## config.mk

```make
export PLATFORM = sky130hd
export DESIGN_NAME = i3c_ctrl_top
export DESIGN_NICKNAME = d
export VERILOG_FILES = /design/src/verilog/i3c_ctrl_pkg.sv /design/src/verilog/dat_table.sv /design/src/verilog/flow_active.sv /design/src/verilog/hci_csr_wb.sv /design/src/verilog/hci_queue.sv /design/src/verilog/i3c_ctrl_top.sv
export VERILOG_INCLUDE_DIRS = /design/src /design/src/include
export SDC_FILE = /design/constraint.sdc
export NUM_CORES = 1
export LEC_CHECK = 0
export BUFFER_PORTS_ARGS = -buffer_cell sky130_fd_sc_hd__buf_2
export CAP_MARGIN = 20
export CORE_ASPECT_RATIO = 0.75
export CORE_MARGIN = 4
export CORE_UTILIZATION = 38
export CTS_BUF_LIST = sky130_fd_sc_hd__clkbuf_8
export CTS_CLUSTER_SIZE = 16
export DETAILED_ROUTE_END_ITERATION = 10
export SLEW_MARGIN = 20
export SYNTH_ARGS = -nofsm -noshare
export SYNTH_HDL_FRONTEND = slang
export SYNTH_SLANG_ARGS = --single-unit
```

## constraint.sdc

```tcl
create_clock -name clk_i -period 4.45 [get_ports clk_i]
set_input_delay 0.89 -clock clk_i [delete_from_list [all_inputs] [get_ports clk_i]]
set_output_delay 0.89 -clock clk_i [all_outputs]
set_load 0.02 [all_outputs]
```

## src/include/i3c_ctrl_defines.svh

```systemverilog
/* Table depth and host register offsets. DAT_BASE must stay aligned to the
   table span, since the DAT index is taken straight from address bits */
`ifndef I3C_CTRL_DEFINES_SVH
`define I3C_CTRL_DEFINES_SVH

// Device Address Table entries
`define DAT_DEPTH 16

// Byte offsets on the Wishbone register port
`define CSR_CMD_LO   8'h00
`define CSR_CMD_HI   8'h04
`define CSR_RESP     8'h08
`define CSR_STATUS   8'h0C
`define CSR_CONTROL  8'h10
`define CSR_DAT_BASE 8'h40

`endif

```

## src/verilog/i3c_ctrl_pkg.sv

```systemverilog
/* Widths, descriptor field positions and enums of the command path.
   Only immediate writes to legacy I2C devices are executed */
`default_nettype none

`include "i3c_ctrl_defines.svh"

package i3c_ctrl_pkg;

  // Descriptor and queue sizes
  localparam int unsigned CmdFifoWidth  = 64;
  localparam int unsigned RespFifoWidth = 32;
  localparam int unsigned CmdFifoDepth  = 4;
  localparam int unsigned RespFifoDepth = 4;
  localparam int unsigned CmdLevelWidth = $clog2(CmdFifoDepth + 1);
  localparam int unsigned DatIndexWidth = $clog2(`DAT_DEPTH);
  localparam int unsigned DatEntryWidth = 32;

  // Address byte sent ahead of the payload
  localparam int unsigned BytesBeforeImmData = 1;

  // Command descriptor fields
  localparam int unsigned CmdAttrLsb   = 0;
  localparam int unsigned CmdAttrMsb   = 2;
  localparam int unsigned CmdTidLsb    = 3;
  localparam int unsigned CmdTidMsb    = 6;
  localparam int unsigned CmdDevIdxLsb = 16;
  localparam int unsigned CmdDttLsb    = 23;
  localparam int unsigned CmdDttMsb    = 25;
  localparam int unsigned CmdRnwBit    = 29;
  localparam int unsigned CmdTocBit    = 31;
  // Data byte 1 starts here, bytes 2 to 4 follow in 8-bit steps
  localparam int unsigned CmdDataLsb   = 32;

  // DAT entry fields
  localparam int unsigned DatAddrLsb   = 0;
  localparam int unsigned DatAddrMsb   = 6;
  localparam int unsigned DatLegacyBit = 31;

  // Response descriptor fields
  localparam int unsigned RespStatusLsb = 28;
  localparam int unsigned RespStatusMsb = 31;
  localparam int unsigned RespTidLsb    = 24;
  localparam int unsigned RespTidMsb    = 27;
  localparam int unsigned RespLenLsb    = 0;
  localparam int unsigned RespLenMsb    = 15;

  typedef enum logic [2:0] {
    RegularTransfer       = 3'd0,
    ImmediateDataTransfer = 3'd1,
    AddressAssignment     = 3'd2,
    ComboTransfer         = 3'd3,
    InternalControl       = 3'd7
  } i3c_cmd_attr_e;

  typedef enum logic [3:0] {
    Success      = 4'd0,
    NotSupported = 4'd12
  } i3c_resp_err_status_e;

  typedef enum logic [2:0] {
    Idle,
    WaitForCmd,
    FetchDAT,
    I2CWriteImmediate,
    WriteResp
  } flow_fsm_state_e;

endpackage

`default_nettype wire

```

## src/verilog/dat_table.sv

```systemverilog
/* Device Address Table, cleared at reset. Read data shows up one cycle
   after rd_valid_i and holds until the next read */
`timescale 1ns/1ps
`default_nettype none

module dat_table
  import i3c_ctrl_pkg::*;
(
  input  logic                     clk_i,
  input  logic                     rst_ni,
  input  logic                     wr_en_i,
  input  logic [DatIndexWidth-1:0] wr_index_i,
  input  logic [DatEntryWidth-1:0] wr_data_i,
  input  logic                     rd_valid_i,
  input  logic [DatIndexWidth-1:0] rd_index_i,
  output logic [DatEntryWidth-1:0] rd_data_o
);

  logic [DatEntryWidth-1:0] entries [`DAT_DEPTH];

  always_ff @(posedge clk_i or negedge rst_ni) begin
    if (!rst_ni) begin
      for (int i = 0; i < `DAT_DEPTH; i++) begin
        entries[i] <= '0;
      end
      rd_data_o <= '0;
    end else begin
      // Host writes land directly
      if (wr_en_i) begin
        entries[wr_index_i] <= wr_data_i;
      end
      // Registered read port
      if (rd_valid_i) begin
        rd_data_o <= entries[rd_index_i];
      end
    end
  end

endmodule

`default_nettype wire

```

## src/verilog/flow_active.sv

```systemverilog
/* Command flow engine. Runs immediate writes to legacy I2C devices only;
   anything else gets NotSupported. Response length is always zero */
`timescale 1ns/1ps
`default_nettype none

module flow_active
  import i3c_ctrl_pkg::*;
(
  input  logic                     clk_i,
  input  logic                     rst_ni,
  // Command queue
  input  logic                     cmd_queue_rvalid_i,
  output logic                     cmd_queue_rready_o,
  input  logic [CmdFifoWidth-1:0]  cmd_queue_rdata_i,
  // Response queue
  output logic                     resp_queue_wvalid_o,
  input  logic                     resp_queue_wready_i,
  output logic [RespFifoWidth-1:0] resp_queue_wdata_o,
  // DAT read
  output logic                     dat_read_valid_o,
  output logic [DatIndexWidth-1:0] dat_index_o,
  input  logic [DatEntryWidth-1:0] dat_rdata_i,
  // I2C format sink
  output logic                     fmt_valid_o,
  input  logic                     fmt_ready_i,
  output logic [7:0]               fmt_byte_o,
  output logic                     fmt_start_o,
  output logic                     fmt_stop_o,
  // Flow control
  input  logic                     flow_en_i,
  output logic                     flow_idle_o
);

  flow_fsm_state_e state_q, state_d;
  i3c_resp_err_status_e resp_status_q, resp_status_d;
  i3c_cmd_attr_e cmd_attr;

  logic [CmdFifoWidth-1:0]  cmd_desc_q;
  logic [DatEntryWidth-1:0] dat_entry_q;
  logic                     dat_pend_q;
  logic [2:0]               xfer_cnt_q;
  logic [2:0]               dtt, data_length, last_cnt;
  logic                     use_def_byte, supported;
  logic [1:0]               byte_sel;

  // Descriptor fields
  assign cmd_attr    = i3c_cmd_attr_e'(cmd_desc_q[CmdAttrMsb:CmdAttrLsb]);
  assign dtt         = cmd_desc_q[CmdDttMsb:CmdDttLsb];
  assign dat_index_o = cmd_desc_q[CmdDevIdxLsb +: DatIndexWidth];

  // DTT 5 to 7 carry a defining byte, which is dropped
  assign use_def_byte = (dtt > 3'd4);
  assign data_length  = use_def_byte ? dtt - 3'd5 : dtt;
  assign last_cnt     = data_length + 3'(BytesBeforeImmData) - 3'd1;

  // Decided on the cycle the DAT entry is on dat_rdata_i
  assign supported = (cmd_attr == ImmediateDataTransfer) &
                     dat_rdata_i[DatLegacyBit] & ~cmd_desc_q[CmdRnwBit];

  // Payload byte N maps to data byte N, or N+1 past a defining byte
  assign byte_sel = xfer_cnt_q[1:0] - 2'd1 + {1'b0, use_def_byte};

  // Address byte carries a write bit of 0
  assign fmt_byte_o  = (xfer_cnt_q == 3'd0) ?
                       {dat_entry_q[DatAddrMsb:DatAddrLsb], 1'b0} :
                       cmd_desc_q[CmdDataLsb + 8 * byte_sel +: 8];
  assign fmt_start_o = fmt_valid_o & (xfer_cnt_q == 3'd0);
  assign fmt_stop_o  = fmt_valid_o & cmd_desc_q[CmdTocBit] & (xfer_cnt_q == last_cnt);

  always_comb begin
    resp_queue_wdata_o = '0;
    resp_queue_wdata_o[RespStatusMsb:RespStatusLsb] = resp_status_q;
    resp_queue_wdata_o[RespTidMsb:RespTidLsb] = cmd_desc_q[CmdTidMsb:CmdTidLsb];
    // No read data is returned
    resp_queue_wdata_o[RespLenMsb:RespLenLsb] = '0;
  end

  // Next state and strobes
  always_comb begin
    state_d             = state_q;
    resp_status_d       = resp_status_q;
    flow_idle_o         = 1'b0;
    cmd_queue_rready_o  = 1'b0;
    dat_read_valid_o    = 1'b0;
    fmt_valid_o         = 1'b0;
    resp_queue_wvalid_o = 1'b0;
    unique case (state_q)
      Idle: begin
        flow_idle_o = 1'b1;
        if (flow_en_i) begin
          state_d = WaitForCmd;
        end
      end
      WaitForCmd: begin
        cmd_queue_rready_o = 1'b1;
        if (cmd_queue_rvalid_i) begin
          state_d = FetchDAT;
        end
      end
      // Request in the first cycle, entry valid in the second
      FetchDAT: begin
        dat_read_valid_o = ~dat_pend_q;
        if (dat_pend_q) begin
          resp_status_d = supported ? Success : NotSupported;
          state_d = supported ? I2CWriteImmediate : WriteResp;
        end
      end
      // Byte stays put until the sink takes it
      I2CWriteImmediate: begin
        fmt_valid_o = 1'b1;
        if (fmt_ready_i && xfer_cnt_q == last_cnt) begin
          state_d = WriteResp;
        end
      end
      // Stall while the response queue is full
      WriteResp: begin
        resp_queue_wvalid_o = 1'b1;
        if (resp_queue_wready_i) begin
          state_d = Idle;
        end
      end
      default: begin
        state_d = Idle;
      end
    endcase
  end

  always_ff @(posedge clk_i or negedge rst_ni) begin
    if (!rst_ni) begin
      state_q       <= Idle;
      resp_status_q <= Success;
      dat_pend_q    <= 1'b0;
      xfer_cnt_q    <= '0;
    end else begin
      state_q       <= state_d;
      resp_status_q <= resp_status_d;
      dat_pend_q    <= (state_q == FetchDAT) & ~dat_pend_q;
      // Counter runs only during the byte stream
      if (state_q != I2CWriteImmediate) begin
        xfer_cnt_q <= '0;
      end else if (fmt_ready_i) begin
        xfer_cnt_q <= xfer_cnt_q + 3'd1;
      end
    end
  end

  // Descriptor on the pop, DAT entry in the second fetch cycle
  always_ff @(posedge clk_i) begin
    if (cmd_queue_rvalid_i && cmd_queue_rready_o) begin
      cmd_desc_q <= cmd_queue_rdata_i;
    end
    if (state_q == FetchDAT && dat_pend_q) begin
      dat_entry_q <= dat_rdata_i;
    end
  end

endmodule

`default_nettype wire

```

## src/verilog/hci_csr_wb.sv

```systemverilog
/* Wishbone classic register port. Ack follows a request by one cycle and
   the access acts in the ack cycle; word offsets only, byte lanes ignored */
`timescale 1ns/1ps
`default_nettype none

`include "i3c_ctrl_defines.svh"

module hci_csr_wb
  import i3c_ctrl_pkg::*;
(
  input  logic                     clk_i,
  input  logic                     rst_ni,
  // Wishbone
  input  logic                     wb_cyc_i,
  input  logic                     wb_stb_i,
  input  logic                     wb_we_i,
  input  logic [7:0]               wb_adr_i,
  input  logic [31:0]              wb_dat_i,
  output logic [31:0]              wb_dat_o,
  output logic                     wb_ack_o,
  // Command queue
  output logic                     cmd_wvalid_o,
  input  logic                     cmd_wready_i,
  output logic [CmdFifoWidth-1:0]  cmd_wdata_o,
  input  logic [CmdLevelWidth-1:0] cmd_level_i,
  // Response queue
  input  logic                     resp_rvalid_i,
  output logic                     resp_rready_o,
  input  logic [RespFifoWidth-1:0] resp_rdata_i,
  // DAT host writes
  output logic                     dat_wr_en_o,
  output logic [DatIndexWidth-1:0] dat_wr_index_o,
  output logic [DatEntryWidth-1:0] dat_wr_data_o,
  // Flow engine
  input  logic                     flow_idle_i,
  output logic                     flow_en_o
);

  logic [7:0]  reg_addr;
  logic        access, wr_access, rd_access, dat_hit;
  logic        overflow_q;
  logic [31:0] cmd_lo_q;
  logic [31:0] status;

  assign reg_addr  = {wb_adr_i[7:2], 2'b00};
  assign access    = wb_ack_o & wb_cyc_i & wb_stb_i;
  assign wr_access = access & wb_we_i;
  assign rd_access = access & ~wb_we_i;
  assign dat_hit   = (reg_addr >= `CSR_DAT_BASE) &&
                     (int'(reg_addr) < int'(`CSR_DAT_BASE) + 4 * `DAT_DEPTH);

  // CMD_HI completes the descriptor and pushes it
  assign cmd_wvalid_o = wr_access & (reg_addr == `CSR_CMD_HI);
  assign cmd_wdata_o  = {wb_dat_i, cmd_lo_q};

  // Pop on RESP read; an empty queue has rvalid low, so nothing moves
  assign resp_rready_o = rd_access & (reg_addr == `CSR_RESP);

  // Base is span aligned, so the index sits in the word address bits
  assign dat_wr_en_o    = wr_access & dat_hit;
  assign dat_wr_index_o = reg_addr[2 +: DatIndexWidth];
  assign dat_wr_data_o  = wb_dat_i;

  always_ff @(posedge clk_i or negedge rst_ni) begin
    if (!rst_ni) begin
      wb_ack_o   <= 1'b0;
      flow_en_o  <= 1'b0;
      overflow_q <= 1'b0;
      cmd_lo_q   <= '0;
    end else begin
      // Single-cycle ack per request
      wb_ack_o <= wb_cyc_i & wb_stb_i & ~wb_ack_o;
      if (wr_access && reg_addr == `CSR_CMD_LO) begin
        cmd_lo_q <= wb_dat_i;
      end
      if (wr_access && reg_addr == `CSR_CONTROL) begin
        flow_en_o <= wb_dat_i[0];
      end
      // Sticky, dropped push on a full queue
      if (cmd_wvalid_o && !cmd_wready_i) begin
        overflow_q <= 1'b1;
      end
    end
  end

  always_comb begin
    status = '0;
    status[CmdLevelWidth-1:0] = cmd_level_i;
    status[4] = ~resp_rvalid_i;
    status[5] = flow_idle_i;
    status[8] = overflow_q;
  end

  // Read mux
  always_comb begin
    case (reg_addr)
      `CSR_CMD_LO:  wb_dat_o = cmd_lo_q;
      `CSR_RESP:    wb_dat_o = resp_rvalid_i ? resp_rdata_i : '0;
      `CSR_STATUS:  wb_dat_o = status;
      `CSR_CONTROL: wb_dat_o = {31'b0, flow_en_o};
      default:      wb_dat_o = '0;
    endcase
  end

endmodule

`default_nettype wire

```

## src/verilog/hci_queue.sv

```systemverilog
/* Synchronous FIFO with valid/ready ports. Read data is the oldest entry
   and is only meaningful while rvalid_o is high */
`timescale 1ns/1ps
`default_nettype none

module hci_queue #(
  parameter int unsigned Width = 32,
  parameter int unsigned Depth = 4
) (
  input  logic                         clk_i,
  input  logic                         rst_ni,
  input  logic                         wvalid_i,
  output logic                         wready_o,
  input  logic [Width-1:0]             wdata_i,
  output logic                         rvalid_o,
  input  logic                         rready_i,
  output logic [Width-1:0]             rdata_o,
  output logic [$clog2(Depth+1)-1:0]   level_o,
  output logic                         empty_o,
  output logic                         full_o
);

  logic [Width-1:0]           mem [Depth];
  logic [$clog2(Depth)-1:0]   wptr_q, rptr_q;
  logic                       push, pop;

  assign empty_o  = (level_o == '0);
  assign full_o   = (level_o == Depth);
  assign wready_o = ~full_o;
  assign rvalid_o = ~empty_o;
  assign rdata_o  = mem[rptr_q];

  // One entry moves per handshake on each side
  assign push = wvalid_i & wready_o;
  assign pop  = rvalid_o & rready_i;

  always_ff @(posedge clk_i or negedge rst_ni) begin
    if (!rst_ni) begin
      wptr_q  <= '0;
      rptr_q  <= '0;
      level_o <= '0;
    end else begin
      if (push) begin
        wptr_q <= (wptr_q == Depth - 1) ? '0 : wptr_q + 1'b1;
      end
      if (pop) begin
        rptr_q <= (rptr_q == Depth - 1) ? '0 : rptr_q + 1'b1;
      end
      // Simultaneous push and pop keep the level
      if (push && !pop) begin
        level_o <= level_o + 1'b1;
      end else if (pop && !push) begin
        level_o <= level_o - 1'b1;
      end
    end
  end

  // Storage
  always_ff @(posedge clk_i) begin
    if (push) begin
      mem[wptr_q] <= wdata_i;
    end
  end

endmodule

`default_nettype wire

```

## src/verilog/i3c_ctrl_top.sv

```systemverilog
/* Command path of the I3C host controller. Host side is Wishbone classic,
   device side is an I2C format sink with valid/ready */
`timescale 1ns/1ps
`default_nettype none

module i3c_ctrl_top
  import i3c_ctrl_pkg::*;
(
  input  logic        clk_i,
  input  logic        rst_ni,
  // Wishbone classic slave
  input  logic        wb_cyc_i,
  input  logic        wb_stb_i,
  input  logic        wb_we_i,
  input  logic [7:0]  wb_adr_i,
  input  logic [31:0] wb_dat_i,
  output logic [31:0] wb_dat_o,
  output logic        wb_ack_o,
  // I2C format sink
  output logic        fmt_valid_o,
  input  logic        fmt_ready_i,
  output logic [7:0]  fmt_byte_o,
  output logic        fmt_start_o,
  output logic        fmt_stop_o
);

  // Command queue
  logic                     cmd_wvalid, cmd_wready, cmd_rvalid, cmd_rready;
  logic [CmdFifoWidth-1:0]  cmd_wdata, cmd_rdata;
  logic [CmdLevelWidth-1:0] cmd_level;
  // Response queue
  logic                     resp_wvalid, resp_wready, resp_rvalid, resp_rready;
  logic [RespFifoWidth-1:0] resp_wdata, resp_rdata;
  // DAT
  logic                     dat_wr_en, dat_rd_valid;
  logic [DatIndexWidth-1:0] dat_wr_index, dat_rd_index;
  logic [DatEntryWidth-1:0] dat_wr_data, dat_rd_data;
  // Flow control
  logic                     flow_idle, flow_en;

  hci_csr_wb csr0 (
    .clk_i, .rst_ni,
    .wb_cyc_i, .wb_stb_i, .wb_we_i, .wb_adr_i, .wb_dat_i, .wb_dat_o, .wb_ack_o,
    .cmd_wvalid_o(cmd_wvalid), .cmd_wready_i(cmd_wready),
    .cmd_wdata_o(cmd_wdata), .cmd_level_i(cmd_level),
    .resp_rvalid_i(resp_rvalid), .resp_rready_o(resp_rready), .resp_rdata_i(resp_rdata),
    .dat_wr_en_o(dat_wr_en), .dat_wr_index_o(dat_wr_index), .dat_wr_data_o(dat_wr_data),
    .flow_idle_i(flow_idle), .flow_en_o(flow_en)
  );

  hci_queue #(.Width(CmdFifoWidth), .Depth(CmdFifoDepth)) cmd_queue0 (
    .clk_i, .rst_ni,
    .wvalid_i(cmd_wvalid), .wready_o(cmd_wready), .wdata_i(cmd_wdata),
    .rvalid_o(cmd_rvalid), .rready_i(cmd_rready), .rdata_o(cmd_rdata),
    .level_o(cmd_level), .empty_o(), .full_o()
  );

  hci_queue #(.Width(RespFifoWidth), .Depth(RespFifoDepth)) resp_queue0 (
    .clk_i, .rst_ni,
    .wvalid_i(resp_wvalid), .wready_o(resp_wready), .wdata_i(resp_wdata),
    .rvalid_o(resp_rvalid), .rready_i(resp_rready), .rdata_o(resp_rdata),
    .level_o(), .empty_o(), .full_o()
  );

  dat_table dat0 (
    .clk_i, .rst_ni,
    .wr_en_i(dat_wr_en), .wr_index_i(dat_wr_index), .wr_data_i(dat_wr_data),
    .rd_valid_i(dat_rd_valid), .rd_index_i(dat_rd_index), .rd_data_o(dat_rd_data)
  );

  flow_active flow0 (
    .clk_i, .rst_ni,
    .cmd_queue_rvalid_i(cmd_rvalid), .cmd_queue_rready_o(cmd_rready),
    .cmd_queue_rdata_i(cmd_rdata),
    .resp_queue_wvalid_o(resp_wvalid), .resp_queue_wready_i(resp_wready),
    .resp_queue_wdata_o(resp_wdata),
    .dat_read_valid_o(dat_rd_valid), .dat_index_o(dat_rd_index), .dat_rdata_i(dat_rd_data),
    .fmt_valid_o, .fmt_ready_i, .fmt_byte_o, .fmt_start_o, .fmt_stop_o,
    .flow_en_i(flow_en), .flow_idle_o(flow_idle)
  );

endmodule

`default_nettype wire
```

==> results_dict.tcl, run 1 <==
set metrics [dict create \
    outcome "finished, final reports clean" \
    tritoncts "done" \
    cts-root-buf "clkbuf_8" \
    port-buffer-count 87 \
    initial_utilization_pct 38.5 \
    critPathMaxFanout 8 \
    grt_usage_pct 15.9 \
    p_total_mw 10.7 \
    ys_async_sr_fraction_pct 42.0 \
    wl_per_cell_microns 22.2 \
    cts_resized 0 \
    synth_warnings 0 \
    die_y_microns 200 \
    synth_top_area_share_pct 42.7 \
    fmax_mhz 248 \
    post-route-min-period_ns 4.03 \
    cts_setup_buffers 0 \
    hold_viol 0 \
    cts_inserted_buffers 73 \
    core_area_sq_mm 0.0488 \
    fp-row-count 70 \
    power.share.clock_pct 32.7 \
    drive_gt1_share_pct 41.1 \
    synth-edff-count 267 \
    vias 9673 \
    top_usage_layer "met1" \
    combPwrFrac_pct 17.7 \
    critPathLaunchType "flop" \
    fin_crit_sh_pct 90.5 \
    die_area_sq_mm 0.0530 \
    maxCapViolCount 0 \
    hpwl_mm 25.8 \
    die_width_microns 265 \
    rsz0062_at_grt "no" \
    cell_internal_pwr_mw 7.70 \
    min_path_type "primary input to asynchronous set/reset pin" \
    antenna_left 0 \
    drc 0 \
    postLayoutCoreUtil_pct 44.1 \
    grt_overflow_total 0 \
    cp.required_ns 3.56 \
    drtPass1Iterations 5 \
    synth_area_sq_mm 0.0188 \
    switchingPower_mw 3.05 \
    grt_first_pass_wirelength_mm 64.4 \
    layout.nets 1230 \
    path_clk_slew_ns 0.06 \
    ir_drop_mv 0.263 \
    p_leak_nw 8.79 \
    h-tree-depth 3 \
    syn_to_final_growth_pct 14.5 \
    sw_frac_of_total_pct 28.4 \
    synthFlopType "edfxtp_1" \
    yosys_register_bits 460 \
    power.density_mw_per_mm2 500 \
    finalSetupTns_ns 0 \
    synth.yosys.seq_area_share_pct 68.4 \
    io_pins 90 \
    path_class "flop to output pin" \
    place.gp.congestion 0.739 \
    cts_hold_buf 0 \
    postRouteWirelength_mm 41.6 \
    syn_inst 1031 \
    synth_nets 1097 \
    yosysTopAreaCell "edfxtp_1" \
    drt-vias-per-instance 5.17 \
    grt_max_degree 81 \
    dp.cells 1736 \
    worstMarginPinSlew_ns 1.01 \
    ys_types 49 \
    avgSynthCellArea_sq_um 18.2 \
    final_max_slew_viol_count 0 \
    met2_usage_pct 22.5 \
    slew_headroom_pct 33.0 \
    gr-usage-met1_pct 25.3 \
    worstSkewPairLatency_ns 0.61 \
    setup_viol 0 \
    antenna_found_initial 1 \
    cts.sinks 460 \
    grt_pass1_vias 10200 \
    drt_iter0_drc 660 \
    cts_max_path_buffers 3 \
    fin_cells 1872 \
    skew_ns 0.0281 \
    critPathCaptureType "output pin" \
    pwr-share-seq_pct 49.6 \
    arrival_ns 3.14 \
    met3_usage_pct 3.06 \
    yosys-top-cells-area "edfxtp_1 (43%), dfrtp_1 (26%), mux4_2 (11%)" \
]
## cells by family (layout without fill, tap and decap cells)
group	after synthesis	count (layout)	share of synthesized area (%)
other cells	0	1	0
simple gates	135	135	4.19
fa+ha+maj	20	20	1.41
xor+xnor	12	12	0.560
mux	275	275	21.9
buf+inv	74	266	1.54
flops	460	460	68.4
compound gates	55	55	1.91
## per-layer routing
| layer | wire [microns] | vias up |
|---|---|---|
| li1 | - | 4248 |
| met1 | 20800 | 5138 |
| met2 | 18200 | 230 |
| met3 | 1870 | 57 |
| met4 | 768 | 0 |
| met5 | 0 | - |
## per-stage QoR
step | worst slack, ns | instance area [sq um] | hold slack, ns
floorplan | 0.809 | 18800 | 0.425
finish | 0.422 | 21500 | 0.388
global placement | 0.869 | 20000 | 0.446
CTS | 0.348 | 21500 | 0.370
global route | 0.197 | 21500 | 0.409
detailed placement | 0.866 | 20000 | 0.461
## final timing paths
check / from / to / slack [ns] / depth (start not counted)
max: flow0.cmd_desc_q[23]$_DFFE_PP_ / fmt_byte_o[2] / 0.42 / 10
min: rst_ni / resp_queue0.rptr_q[0]$_DFFE_PN0P_ / 0.39 / 1
max reg2reg: csr0.wb_ack_o$_DFF_PN0_ / dat0.entries[96]$_DFFE_PN0P_ / 1.88 / 5
min reg2reg: dat0.rd_data_o[5]$_DFFE_PN0P_ / flow0.dat_entry_q[5]$_DFFE_PP_ / 0.46 / 0
max in group asynchronous: rst_ni / dat0.entries[32]$_DFFE_PN0P_ / 3.17 / 2
min in group clk_i: dat0.rd_data_o[5]$_DFFE_PN0P_ / flow0.dat_entry_q[5]$_DFFE_PP_ / 0.46 / 0
## flip-flops by register name, summed over array words and instances (netlist names), 2 cells and up
name and cells:
cmd_queue0.mem 192, dat0.entries 128, flow0.dat_entry_q 7, flow0.xfer_cnt_q 3, resp_queue0.rptr_q 2, resp_queue0.mem 20
flow0.state_q 3, dat0.rd_data_o 8, resp_queue0.wptr_q 2, flow0.cmd_desc_q 48, resp_queue0.level_o 3, cmd_queue0.wptr_q 2
cmd_queue0.rptr_q 2, csr0.cmd_lo_q 32, cmd_queue0.level_o 3
## cell usage in the layout (no fill, tap or decap), drive strengths merged, types with 9 or more instances in the layout
| master | count |
|---|---|
| a22oi | 9 |
| and2 | 31 |
| buf | 106 |
| clkbuf | 85 |
| clkinv | 15 |
| dfrtp | 193 |
| edfxtp | 267 |
| ha | 18 |
| inv | 58 |
| mux2 | 180 |
| mux4 | 91 |
| nand2 | 21 |
| nor2 | 36 |
| nor3 | 10 |
| o21ai | 27 |
## critical path, stage by stage, from the launching register on
cell and delay [ns]:
edfxtp_1 0.36, inv_1 0.05, ha_1 0.21, inv_1 0.06, ha_1 0.21, inv_1 0.06, ha_1 0.27, buf_4 0.24
mux4_2 0.57, mux2_2 0.33, buf_2 0.17
## cell usage after synthesis (all sizes together) (2+ instances only)
cell / number
mux2: 180
and2: 31
or3: 2
o21ai: 27
mux2i: 4
dfrtp: 193
nand3b: 2
o31ai: 2
nand2: 21
nor3b: 4
a22o: 5
buf: 14
nand3: 6
nor2: 36
inv: 24
a31oi: 3
xor2: 7
a2111oi: 3
mux4: 91
clkbuf: 35
a22oi: 9
nand2b: 8
nor2b: 7
nor3: 10
ha: 18
edfxtp: 267
fa: 2
xnor2: 5
nor4: 2
nor4b: 2
## final cells by class
cell class	count	area (sq um)
Multi-Input combinational cell	497	5650
Clock buffer	84	1160
Fill cell	4273	27300
Clock inverter	50	277
Inverter	25	93.8
Sequential cell	460	12900
Timing Repair Buffer	107	657
Antenna cell	1	2.50
Tap cell	648	811
## power by group through the flow
stage               registers (mW)  logic [mW]  clock network [mW]
CTS                           5.42        1.84                3.64
global placement              5.49        1.81                   0
finish                        5.34        1.90                3.52
global route                  5.39        2.08                3.85
floorplan                     5.14        1.48                   0
detailed placement            5.50        1.83                   0
No activity file was read; power rests on OpenSTA's default activity.
==> run 2: changes to the inputs <==
- PLACE_DENSITY: default -> 0.55
==> run 2 against run 1 <==
Against the previous run: clock skew grew 0.0089 ns; sequential cell count is the same; clock power shrank 3%; register-to-register slack lost 0.02 ns.
==> results_dict.tcl, run 2 (synthesis gave the netlist of run 1 again) <==
set metrics [dict create \
    p_leak_nw 8.77 \
    die_width_microns 265 \
    critPathLaunchType "flop" \
    r2r_slack_ns 1.86 \
    tritoncts "done" \
    ir_drop_mv 0.277 \
    final_common_cell "edfxtp_1" \
    fin_crit_sh_pct 91.8 \
    antenna_left 0 \
    final_max_slew_viol_count 0 \
    fp-row-count 70 \
    grt_max_degree 94 \
    postRouteWirelength_mm 42.1 \
    min_path_type "primary input to asynchronous set/reset pin" \
    cp_top_family "multiplexers" \
    reg_top3 "cmd_queue0.mem (192), dat0.entries (128), flow0.cmd_desc_q (48)" \
    setup_ws_ns 0.367 \
    skew_ns 0.0370 \
    drive_gt1_share_pct 40.5 \
    drt_iter0_drc 609 \
    grt_usage_pct 16.1 \
    hold_viol 0 \
    post-place-ws_ns 0.752 \
    cts_resized 0 \
    port-buffer-count 87 \
    fin_cells 1873 \
    drt-vias-per-instance 5.16 \
    outcome "finished, final reports clean" \
    cts_max_path_buffers 3 \
    syn_to_final_growth_pct 14.3 \
    crit_chain "inv_1 > ha_1 > inv_1 > ha_1 > inv_1 > ha_1 > buf_4 > mux4_2 > mux2_2 > buf_2" \
    cts_setup_buffers 0 \
    vias 9660 \
    fillCellCount 4294 \
    cts_inserted_buffers 75 \
    post-route-min-period_ns 4.08 \
    dp.cells 1734 \
    final_cell_mix "edfxtp_1 (267), dfrtp_1 (191), mux2_2 (178), mux4_2 (91), buf_2 (86)" \
    arrival_ns 3.19 \
    worstMarginPinSlew_ns 0.980 \
    core_area_sq_mm 0.0488 \
    rsz0062_at_grt "no" \
    critPathCaptureType "output pin" \
    grt_pass1_vias 10100 \
    path_clk_slew_ns 0.06 \
    place.gp.congestion 0.714 \
    critPathMaxFanout 8 \
    path_class "flop to output pin" \
    cts-root-buf "clkbuf_8" \
    grt_overflow_total 0 \
    io_pins 90 \
    die_y_microns 200 \
    maxCapViolCount 0 \
    worstSkewPairLatency_ns 0.66 \
    critical_path.max_stage_delay_ns 0.57 \
    initial_utilization_pct 38.5 \
    largest_register_ffs 192 \
    cts.sinks 460 \
    cp.required_ns 3.56 \
    slew_headroom_pct 34.3 \
    max_flop_register "cmd_queue0.mem" \
    crit_slowest_cell "mux4_2" \
    layout.nets 1230 \
    hpwl_mm 25.9 \
    die_area_sq_mm 0.0530 \
    wl_per_cell_microns 22.5 \
    fmax_mhz 245 \
    setup_viol 0 \
    h-tree-depth 3 \
    drc 0 \
    power.density_mw_per_mm2 496 \
    path_buf_inv 5 \
    drtPass1Iterations 6 \
    grt_first_pass_wirelength_mm 64.7 \
    cts_hold_buf 0 \
    antenna_found_initial 4 \
    finalSetupTns_ns 0 \
]
-- run 2: changes by cell type in the layout (fill, tap and decap cells not counted), sizes merged --
| cell | delta |
|---|---|
| clkbuf | -5 |
| clkinv | +1 |
| buf | -2 |
| bufinv | -1 |
| clkinvlp | +1 |
| inv | +7 |
-- run 2: worst paths after layout --
check,depth (start not counted),to,from
min in group clk_i,1,cmd_queue0.mem[0][44]$_DFFE_PP_,wb_dat_i[12]
setup / recovery,10,fmt_byte_o[6],flow0.cmd_desc_q[23]$_DFFE_PP_
hold reg to reg,0,flow0.dat_entry_q[1]$_DFFE_PP_,dat0.rd_data_o[1]$_DFFE_PN0P_
setup reg to reg,5,dat0.entries[230]$_DFFE_PN0P_,csr0.wb_ack_o$_DFF_PN0_
hold / removal,1,resp_queue0.wptr_q[1]$_DFFE_PN0P_,rst_ni
max in group asynchronous,2,dat0.entries[421]$_DFFE_PN0P_,rst_ni
-- run 2: layout make-up --
cell class,instances,area [sq um],share of cell area [%]
Antenna cell,1,2.50,0.0117
Clock buffer,79,1090,5.07
Clock inverter,58,295,1.38
Inverter,25,93.8,0.437
Multi-Input combinational cell,497,5650,26.3
Sequential cell,460,12900,59.9
Tap cell,648,811,3.78
Timing Repair Buffer,105,662,3.09
-- run 2: worst reg2reg max path: stages, from the launching register on --
cell      delay (ns)
dfrtp_1         0.39
nand4_2         0.26
nor3b_2         0.33
nand3b_1        0.27
nor3_2          0.81
mux2_2          0.42
-- run 2: through the flow --
stage               power, mW  instance area, sq um  utilization, %  hold slack (ns)
finish                   10.6                 21500            44.0            0.378
global route             11.2                 21500            44.0            0.407
CTS                      10.8                 21400            43.9            0.346
detailed placement       7.34                 20000            41.1            0.456
global placement         7.31                 20000            41.1            0.461
floorplan                6.62                 18800               -            0.425
-- run 2: power breakdown --
group          leakage [nW]  switching [mW]  internal (mW)
clock network         0.837            1.69           1.72
logic                  2.76            1.06          0.901
registers              5.17           0.333           4.95
-- run 2: per-layer routing --
layer / part of all wire (%) / global-route usage, %
met5: 0.019 / 0
met4: 1.8 / 3.85
met3: 4.5 / 3.58
met2: 45 / 23.8
met1: 48 / 24.3
